**config.mk**
```make
export PLATFORM = sky130hd
export DESIGN_NAME = uart_top
export DESIGN_NICKNAME = d
export VERILOG_FILES = /design/src/source/uart_pkg.sv /design/src/source/rx_fifo.sv /design/src/source/synchronizer.sv /design/src/source/uart_receive.sv /design/src/source/uart_top.sv /design/src/source/uart_transmit.sv
export VERILOG_INCLUDE_DIRS = /design/src /design/src/source
export SDC_FILE = /design/constraint.sdc
export NUM_CORES = 1
export LEC_CHECK = 0
export ABC_AREA = 1
export BUFFER_PORTS_ARGS = -buffer_cell sky130_fd_sc_hd__buf_4
export CORE_ASPECT_RATIO = 0.8
export CORE_MARGIN = 5
export CORE_UTILIZATION = 60
export DETAILED_ROUTE_END_ITERATION = 12
export PLACE_DENSITY = 0.78
export SYNTH_ARGS = -nofsm -noshare
export SYNTH_HDL_FRONTEND = slang
export SYNTH_SLANG_ARGS = --single-unit
export TNS_END_PERCENT = 30
```
**constraint.sdc**
```tcl
create_clock -name clk -period 3.94 [get_ports clk]
set_input_delay 0.788 -clock clk [delete_from_list [all_inputs] [get_ports clk]]
set_output_delay 0.788 -clock clk [all_outputs]
set_load 0.03 [all_outputs]
```
**src/source/uart_consts.svh**
```systemverilog
// Default constants for the UART subsystem
// Included by the RTL and the testbench; modules take them as parameter defaults

`ifndef UART_CONSTS_SVH
`define UART_CONSTS_SVH

// Clocks per oversample tick
// Small default keeps simulation short
`define UART_BAUD_DIVIDE 4

// Oversample ticks per serial bit
`define UART_OVERSAMPLE 8

// Default receive FIFO depth in entries
`define UART_RX_FIFO_DEPTH 4

`endif

```
**src/source/uart_pkg.sv**
```systemverilog
// Shared types for the UART receive and transmit paths
// Imported by every design module that moves characters or holds state
`default_nettype none

package uart_pkg;

	// One serial character
	typedef logic [7:0] uart_char_t;

	// Receive FIFO entry, character plus stop bit check
	typedef struct packed {
		uart_char_t data;
		logic frame_error;
	} rx_entry_t;

	// Receiver FSM
	typedef enum logic {
		STATE_WAIT_START,
		STATE_READ_CHARACTER
	} receive_state_t;

	// Transmitter FSM
	typedef enum logic {
		STATE_IDLE,
		STATE_SEND_FRAME
	} transmit_state_t;

endpackage

`default_nettype wire

```
**src/source/rx_fifo.sv**
```systemverilog
// Receive FIFO between the serial receiver and the valid/ready output
// Writes that find it full are dropped and flagged on overrun
`timescale 1ns/1ps
`default_nettype none
`include "uart_consts.svh"

module rx_fifo
	#(parameter int DEPTH = `UART_RX_FIFO_DEPTH)
	(input wire logic clk,
	input wire logic reset,
	input wire logic wr_valid,
	input wire uart_pkg::rx_entry_t wr_entry,
	output logic rd_valid,
	input wire logic rd_ready,
	output uart_pkg::rx_entry_t rd_entry,
	output logic overrun);

	import uart_pkg::*;

	localparam int PTR_W = DEPTH > 1 ? $clog2(DEPTH) : 1;
	localparam int CNT_W = $clog2(DEPTH + 1);

	rx_entry_t storage[DEPTH];
	logic [PTR_W-1:0] wr_ptr_ff;
	logic [PTR_W-1:0] rd_ptr_ff;
	logic [CNT_W-1:0] count_ff;
	logic full;
	logic do_read;
	logic do_write;

	assign full = count_ff == CNT_W'(DEPTH);
	assign rd_valid = count_ff != '0;
	assign do_read = rd_valid && rd_ready;

	// A read on the same edge frees a slot
	assign do_write = wr_valid && (!full || do_read);
	assign overrun = wr_valid && full && !do_read;

	// Oldest entry always on the output
	assign rd_entry = storage[rd_ptr_ff];

	always_ff @(posedge clk)
	begin
		if (do_write)
			storage[wr_ptr_ff] <= wr_entry;
	end

	always_ff @(posedge clk, posedge reset)
	begin
		if (reset)
		begin
			wr_ptr_ff <= '0;
			rd_ptr_ff <= '0;
			count_ff <= '0;
		end
		else
		begin
			// Pointers wrap at DEPTH, which need not be a power of two
			if (do_write)
			begin
				if (wr_ptr_ff == PTR_W'(DEPTH - 1))
					wr_ptr_ff <= '0;
				else
					wr_ptr_ff <= wr_ptr_ff + 1'b1;
			end

			if (do_read)
			begin
				if (rd_ptr_ff == PTR_W'(DEPTH - 1))
					rd_ptr_ff <= '0;
				else
					rd_ptr_ff <= rd_ptr_ff + 1'b1;
			end

			// Simultaneous read and write leave the count alone
			if (do_write && !do_read)
				count_ff <= count_ff + 1'b1;
			else if (do_read && !do_write)
				count_ff <= count_ff - 1'b1;
		end
	end

	assert property (@(posedge clk) disable iff (reset)
		count_ff <= CNT_W'(DEPTH))
		else $error("FIFO count above DEPTH");

	// Held entry must not change under back-pressure
	assert property (@(posedge clk) disable iff (reset)
		rd_valid && !rd_ready |=> rd_valid && $stable(rd_entry))
		else $error("rd_entry changed while stalled");

endmodule

`default_nettype wire

```
**src/source/synchronizer.sv**
```systemverilog
// Two-flop synchronizer for an asynchronous input
// RESET_STATE sets the value both flops take in reset
`timescale 1ns/1ps
`default_nettype none

module synchronizer
	#(parameter logic RESET_STATE = 1'b0)
	(input wire logic clk,
	input wire logic reset,
	input wire logic data_i,
	output logic data_o);

	// First stage may go metastable
	logic sync0_ff;

	// Second stage settles before use
	logic sync1_ff;

	always_ff @(posedge clk, posedge reset)
	begin
		if (reset)
		begin
			// Idle level so a quiet line is not a start bit
			sync0_ff <= RESET_STATE;
			sync1_ff <= RESET_STATE;
		end
		else
		begin
			sync0_ff <= data_i;
			sync1_ff <= sync0_ff;
		end
	end

	// Two clocks of delay
	assign data_o = sync1_ff;

endmodule

`default_nettype wire

```
**src/source/uart_receive.sv**
```systemverilog
// Oversampling serial receiver, one start bit, 8 data bits, one stop bit
// BAUD_DIVIDE is clock rate / (baud rate * 8); input must already be synchronized
`timescale 1ns/1ps
`default_nettype none
`include "uart_consts.svh"

module uart_receive
	#(parameter int BAUD_DIVIDE = `UART_BAUD_DIVIDE)
	(input wire logic clk,
	input wire logic reset,
	input wire logic rx_sync,
	output uart_pkg::uart_char_t char_data,
	output logic char_valid,
	output logic frame_error);

	import uart_pkg::*;

	// Ticks from start edge to centre of data bit 0, 1.5 bits
	localparam int START_TICKS = `UART_OVERSAMPLE + `UART_OVERSAMPLE / 2;
	localparam int SAMPLE_W = $clog2(START_TICKS + 1);
	localparam int DATA_BITS = $bits(uart_char_t);
	localparam int BIT_W = $clog2(DATA_BITS + 1);
	localparam int DIV_W = $clog2(BAUD_DIVIDE + 1);

	receive_state_t state_ff;
	receive_state_t state_nxt;
	logic [SAMPLE_W-1:0] sample_count_ff;
	logic [SAMPLE_W-1:0] sample_count_nxt;
	logic [BIT_W-1:0] bit_count_ff;
	logic [BIT_W-1:0] bit_count_nxt;
	logic [DIV_W-1:0] clock_divider;
	uart_char_t shift_register;
	logic sample_enable;
	logic do_shift;
	logic stop_sample;
	logic char_valid_ff;
	logic frame_error_ff;

	// One tick every BAUD_DIVIDE clocks
	assign sample_enable = clock_divider == '0;

	always_comb
	begin
		state_nxt = state_ff;
		sample_count_nxt = sample_count_ff;
		bit_count_nxt = bit_count_ff;
		do_shift = 1'b0;
		stop_sample = 1'b0;

		unique case (state_ff)
			STATE_WAIT_START:
			begin
				// Falling edge starts a frame
				if (!rx_sync)
				begin
					state_nxt = STATE_READ_CHARACTER;
					sample_count_nxt = SAMPLE_W'(START_TICKS);
				end
			end

			STATE_READ_CHARACTER:
			begin
				if (sample_count_ff == '0)
				begin
					// Next sample one bit later
					sample_count_nxt = SAMPLE_W'(`UART_OVERSAMPLE);
					if (bit_count_ff == BIT_W'(DATA_BITS))
					begin
						// Centre of the stop bit
						stop_sample = 1'b1;
						bit_count_nxt = '0;
						state_nxt = STATE_WAIT_START;
					end
					else
					begin
						do_shift = 1'b1;
						bit_count_nxt = bit_count_ff + 1'b1;
					end
				end
				else if (sample_enable)
					sample_count_nxt = sample_count_ff - 1'b1;
			end
		endcase
	end

	always_ff @(posedge clk, posedge reset)
	begin
		if (reset)
		begin
			state_ff <= STATE_WAIT_START;
			sample_count_ff <= '0;
			bit_count_ff <= '0;
			clock_divider <= '0;
			char_valid_ff <= 1'b0;
			frame_error_ff <= 1'b0;
		end
		else
		begin
			state_ff <= state_nxt;
			sample_count_ff <= sample_count_nxt;
			bit_count_ff <= bit_count_nxt;

			// Strobe for one cycle, low stop bit is a framing error
			char_valid_ff <= stop_sample;
			if (stop_sample)
				frame_error_ff <= !rx_sync;

			// Free running tick divider
			if (clock_divider == '0)
				clock_divider <= DIV_W'(BAUD_DIVIDE - 1);
			else
				clock_divider <= clock_divider - 1'b1;
		end
	end

	// LSB arrives first, shift in from the top
	always_ff @(posedge clk)
	begin
		if (do_shift)
			shift_register <= {rx_sync, shift_register[DATA_BITS-1:1]};
	end

	// Data holds until the next start edge, at least half a bit away
	assign char_data = shift_register;
	assign char_valid = char_valid_ff;
	assign frame_error = frame_error_ff;

	// Stop sample and return to wait-start keep strobes apart
	assert property (@(posedge clk) disable iff (reset)
		char_valid |=> !char_valid)
		else $error("char_valid high in two consecutive cycles");

endmodule

`default_nettype wire

```
**src/source/uart_top.sv**
```systemverilog
// UART peripheral top, receive path of synchronizer, receiver and FIFO
// next to a single-stage transmitter; all external signals are plain ports
`timescale 1ns/1ps
`default_nettype none

module uart_top
	(input wire logic clk,
	input wire logic reset,
	input wire logic uart_rx,
	output logic uart_tx,
	input wire logic tx_valid,
	output logic tx_ready,
	input wire uart_pkg::uart_char_t tx_data,
	output logic rx_valid,
	input wire logic rx_ready,
	output uart_pkg::uart_char_t rx_data,
	output logic rx_frame_error,
	output logic rx_overrun);

	import uart_pkg::*;

	logic rx_sync;
	uart_char_t char_data;
	logic char_valid;
	logic frame_error;
	rx_entry_t wr_entry;
	rx_entry_t rd_entry;

	// Line idles high
	synchronizer #(.RESET_STATE(1'b1)) rx_synchronizer(
		.clk(clk),
		.reset(reset),
		.data_i(uart_rx),
		.data_o(rx_sync));

	uart_receive receive_i(
		.clk(clk),
		.reset(reset),
		.rx_sync(rx_sync),
		.char_data(char_data),
		.char_valid(char_valid),
		.frame_error(frame_error));

	// Pack receiver outputs into a FIFO entry
	assign wr_entry.data = char_data;
	assign wr_entry.frame_error = frame_error;

	rx_fifo fifo_i(
		.clk(clk),
		.reset(reset),
		.wr_valid(char_valid),
		.wr_entry(wr_entry),
		.rd_valid(rx_valid),
		.rd_ready(rx_ready),
		.rd_entry(rd_entry),
		.overrun(rx_overrun));

	assign rx_data = rd_entry.data;
	assign rx_frame_error = rd_entry.frame_error;

	uart_transmit transmit_i(
		.clk(clk),
		.reset(reset),
		.tx_valid(tx_valid),
		.tx_ready(tx_ready),
		.tx_data(tx_data),
		.uart_tx(uart_tx));

endmodule

`default_nettype wire

```
**src/source/uart_transmit.sv**
```systemverilog
// Serial transmitter, takes one character on valid/ready and sends an 8N1 frame
// Each bit lasts 8 * BAUD_DIVIDE clocks
`timescale 1ns/1ps
`default_nettype none
`include "uart_consts.svh"

module uart_transmit
	#(parameter int BAUD_DIVIDE = `UART_BAUD_DIVIDE)
	(input wire logic clk,
	input wire logic reset,
	input wire logic tx_valid,
	output logic tx_ready,
	input wire uart_pkg::uart_char_t tx_data,
	output logic uart_tx);

	import uart_pkg::*;

	// Start, data, stop
	localparam int FRAME_BITS = $bits(uart_char_t) + 2;
	localparam int DIV_W = $clog2(BAUD_DIVIDE + 1);
	localparam int OS_W = $clog2(`UART_OVERSAMPLE);
	localparam int BIT_W = $clog2(FRAME_BITS);

	transmit_state_t state_ff;
	logic [FRAME_BITS-1:0] frame_ff;
	logic [DIV_W-1:0] tick_count_ff;
	logic [OS_W-1:0] os_count_ff;
	logic [BIT_W-1:0] bit_count_ff;
	logic accept;
	logic tick_end;
	logic bit_end;

	assign tx_ready = state_ff == STATE_IDLE;
	assign accept = tx_valid && tx_ready;

	// Last clock of a tick, then last tick of a bit
	assign tick_end = tick_count_ff == DIV_W'(BAUD_DIVIDE - 1);
	assign bit_end = tick_end && os_count_ff == OS_W'(`UART_OVERSAMPLE - 1);

	always_ff @(posedge clk, posedge reset)
	begin
		if (reset)
		begin
			state_ff <= STATE_IDLE;
			// All ones keeps the line idle high
			frame_ff <= '1;
			tick_count_ff <= '0;
			os_count_ff <= '0;
			bit_count_ff <= '0;
		end
		else if (state_ff == STATE_IDLE)
		begin
			if (accept)
			begin
				// Start bit goes out on the next cycle
				state_ff <= STATE_SEND_FRAME;
				frame_ff <= {1'b1, tx_data, 1'b0};
				tick_count_ff <= '0;
				os_count_ff <= '0;
				bit_count_ff <= '0;
			end
		end
		else
		begin
			if (tick_end)
			begin
				tick_count_ff <= '0;
				os_count_ff <= os_count_ff + 1'b1;
			end
			else
				tick_count_ff <= tick_count_ff + 1'b1;

			if (bit_end)
			begin
				// Fill with ones so the line rests high after the stop bit
				frame_ff <= {1'b1, frame_ff[FRAME_BITS-1:1]};
				bit_count_ff <= bit_count_ff + 1'b1;
				if (bit_count_ff == BIT_W'(FRAME_BITS - 1))
					state_ff <= STATE_IDLE;
			end
		end
	end

	// Straight from a flop, no glitches on the pin
	assign uart_tx = frame_ff[0];

	assert property (@(posedge clk) disable iff (reset)
		state_ff == STATE_IDLE |-> uart_tx)
		else $error("uart_tx low while idle");

endmodule

`default_nettype wire

```
==> flow_summary_export.csv <==
group,metric,value,unit
clock_network,clkSinkCount,87,
layout,area_growth,12.64,%
floorplanning,num_rows,26,
job,drv_cap,0,
place,postPlaceCellArea,0.004085,mm^2
place,globalplace.congestion,0.7886,
critical_path,cp_num_buf_inv,2,
sta,finClkSkew,0.009914,ns
critical_path,rrSetupSlack,1.90,ns
critical_path,cp.depth,4,
sta,fin_tns_setup,0,ns
place,dpl.hpwl,4.499,mm
sta,finalCritPeriodShare,71.12,%
drt,wl_met2,2.927,mm
clock_network,cts_tree,"done",
drt,wl_met1,2.941,mm
sta,fin_hold_ws,0.3591,ns
layout,fin_nets,413,
layout,antenna_cells,0,
logic_synthesis,ys_seq_area_share,63.08,%
clock_network,clock_latency,0.35,ns
layout,drive_gt1_share,19.12,%
sta,worst_slew_pin_slew,0.9435,ns
power,power.total,2.595,mW
sta,period_needed,2.802,ns
critical_path,path_cells,"inv_2, o21ai_0, o22ai_1, buf_4",
logic_synthesis,synth_top_cell_by_area,"edfxtp_1",
clock_network,clkTransAtPathRegs,0.08,ns
clock_network,cts_resized,0,
drt,avgRoutedWirePerCell,13.55,um
power,power_leakage,1.927,nW
logic_synthesis,synth_top_area_share,34.57,%
drt,dr_wl_met3,334,um
drt,drt.antenna.violating_nets,0,
min_path,worst_hold_path.num_cells,0,
drt,drc,0,
clock_network,cts-buffers-inserted,9,
critical_path,rr_endpoint,"receive_i.char_data[4]",
critical_path,reg2reg_from,"receive_i.sample_count_ff[0]",
critical_path,reg2regPathDepth,4,
critical_path,slowest_stage,"dfrtp_1",
critical_path,critPathKind,"flip-flop to primary output",
critical_path,crit_start,"fifo_i.rd_ptr_ff[0]",
critical_path,arrival,2.01,ns
drt,via_per_inst,5.310,
global_routing,grt_usage,18.18,%
sta,drv_slew,0,
run_status,outcome,"complete, no violations",
clock_network,cts_hold_buffers,0,
logic_synthesis,synth_nets,381,
global_routing,grt_pass1_vias,2398,
floorplanning,ioPinCount,26,
power,power_per_cell_area,602.7,mW/mm^2
clock_network,clockBufferDepth,2,
global_routing,grt_pass1_wl,11.05,mm
sta,relSlewSlack,36.87,%
critical_path,worstSetupStartpointType,"flip-flop",
clock_network,root_buffer,"clkbuf_8",
floorplanning,die-area,0.008077,mm^2
critical_path,end_kind,"primary output",
floorplanning,die_y,81.39,um
layout,final_area,0.004305,mm^2
critical_path,cp_data_required_time,3.15,ns
drt,drtPass1Iterations,5,
clock_network,post_cts_buffers,0,
sta,hold_violations,0,
clock_network,h-tree-depth,3,
sta,final-setup-viol-count,0,
critical_path,crit_path_max_incr_delay,0.77,ns
logic_synthesis,synthesis.instances,350,
drt,top_layer,"met4",
sta,max_freq,356.9,MHz
floorplanning,core,0.006279,mm^2
min_path,hold_path_class,"flip-flop to flip-flop",
critical_path,crit_end,"rx_data[7]",
drt,vias,2501,
logic_synthesis,ys_types,33,
drt,drt_iter0_markers,130,
floorplanning,start_util,60.88,%
sta,rsz0062_at_grt,"no",
logic_synthesis,synth.area.top_cells,"edfxtp_1 (35%), dfrtp_1 (21%), dfstp_2 (7.6%)",
power,irDropWorstVdd,0.3007,mV
global_routing,grt_max_degree,28,
logic_synthesis,syn_area,0.003822,mm^2
place,place.port_buffers,25,
global_routing,antenna_found_initial,0,
logic_synthesis,synth_warnings,0,
drt,wl,6.383,mm
critical_path,critPathTopFamily,"flip-flops",
global_routing,gr-total-overflow,0,
layout,final_cell_mix,"nand2_1 (60), inv_1 (44), edfxtp_1 (44), nor2_1 (40), o21ai_0 (34)",
layout,layout_commonest_cell,"nand2_1",
logic_synthesis,synth_seq_cells,87,
critical_path,worstPathMaxFanout,21,
floorplanning,die_w,99.24,um
logic_synthesis,syn_area_per_cell,10.92,um^2
[cells by family (layout without fill, tap and decap cells)]
family	count (synthesis)	after routing	share of synthesized area (%)
and+or+nand+nor	125	125	14.63
DFF	87	87	63.08
AOI/OAI and AO/OA	64	64	9.689
buffers and inverters	53	90	5.827
adders and majority gates	18	18	6.088
xor gates and xnor gates	3	3	0.6875
[cells in the mapped netlist, drive strengths merged]
library cell  instances
o31ai                 1
a22o                  1
ha                   17
a211oi                1
dfrtp                32
nand3b                1
inv                  48
buf                   3
a21oi                 6
edfxtp               44
o211ai                1
xor2                  1
clkbuf                2
nand2                64
o21ai                45
dfstp                11
fa                    1
nand4                 3
xnor2                 2
nor2                 44
nand3                13
o22ai                 9
[worst min path at each step]
stage	start	endpoint	slack, ns
4_1_cts	rx_synchronizer.sync0_ff	rx_synchronizer.data_o	0.36
3_3_place_gp	rx_synchronizer.sync0_ff	rx_synchronizer.data_o	0.35
5_1_grt	rx_synchronizer.sync0_ff	rx_synchronizer.data_o	0.37
6_report	rx_synchronizer.sync0_ff	rx_synchronizer.data_o	0.36
2_1_floorplan	rx_synchronizer.sync0_ff	rx_synchronizer.data_o	0.35
3_5_place_dp	rx_synchronizer.sync0_ff	rx_synchronizer.data_o	0.35
[area by class of cell]
class	count	area, um^2
flip-flops and latches	87	2411
fillers	451	1973
multi-input cells	210	1189
repair buffers	26	195.2
inverters	48	185.2
clock buffers	9	123.9
well taps	84	105.1
clock inverters	7	96.34
[power by group]
| group | leakage (nW) | switching, mW | internal, mW |
|---|---|---|---|
| sequential | 0.931 | 0.111 | 1.09 |
| clock | 0.110 | 0.301 | 0.358 |
| combinational | 0.886 | 0.446 | 0.285 |
| total | 1.93 | 0.859 | 1.74 |
[metrics by stage]
stage	std cells	utilization (%)	setup WS (ns)
global placement	455	65.07	1.651
floorplan	350	-	1.797
detailed placement	455	65.07	1.580
finish	471	68.57	1.138
global route	471	68.57	1.036
CTS	471	68.57	1.177
[flip-flops by register name, summed over array words and instances, names as in the netlist, 4 cells and up]
name,flops
receive_i.char_data,8
receive_i.sample_count_ff,4
transmit_i.bit_count_ff,4
receive_i.bit_count_ff,4
transmit_i.frame_ff,9
fifo_i.storage,36
[per-layer routing]
layer	global-route usage, %	up-vias
met3	6.695	17
met1	23.04	1194
met4	8.595	0
met2	28.08	59
met5	0	-
li1	-	1231
(Power assumes the default switching activity.)
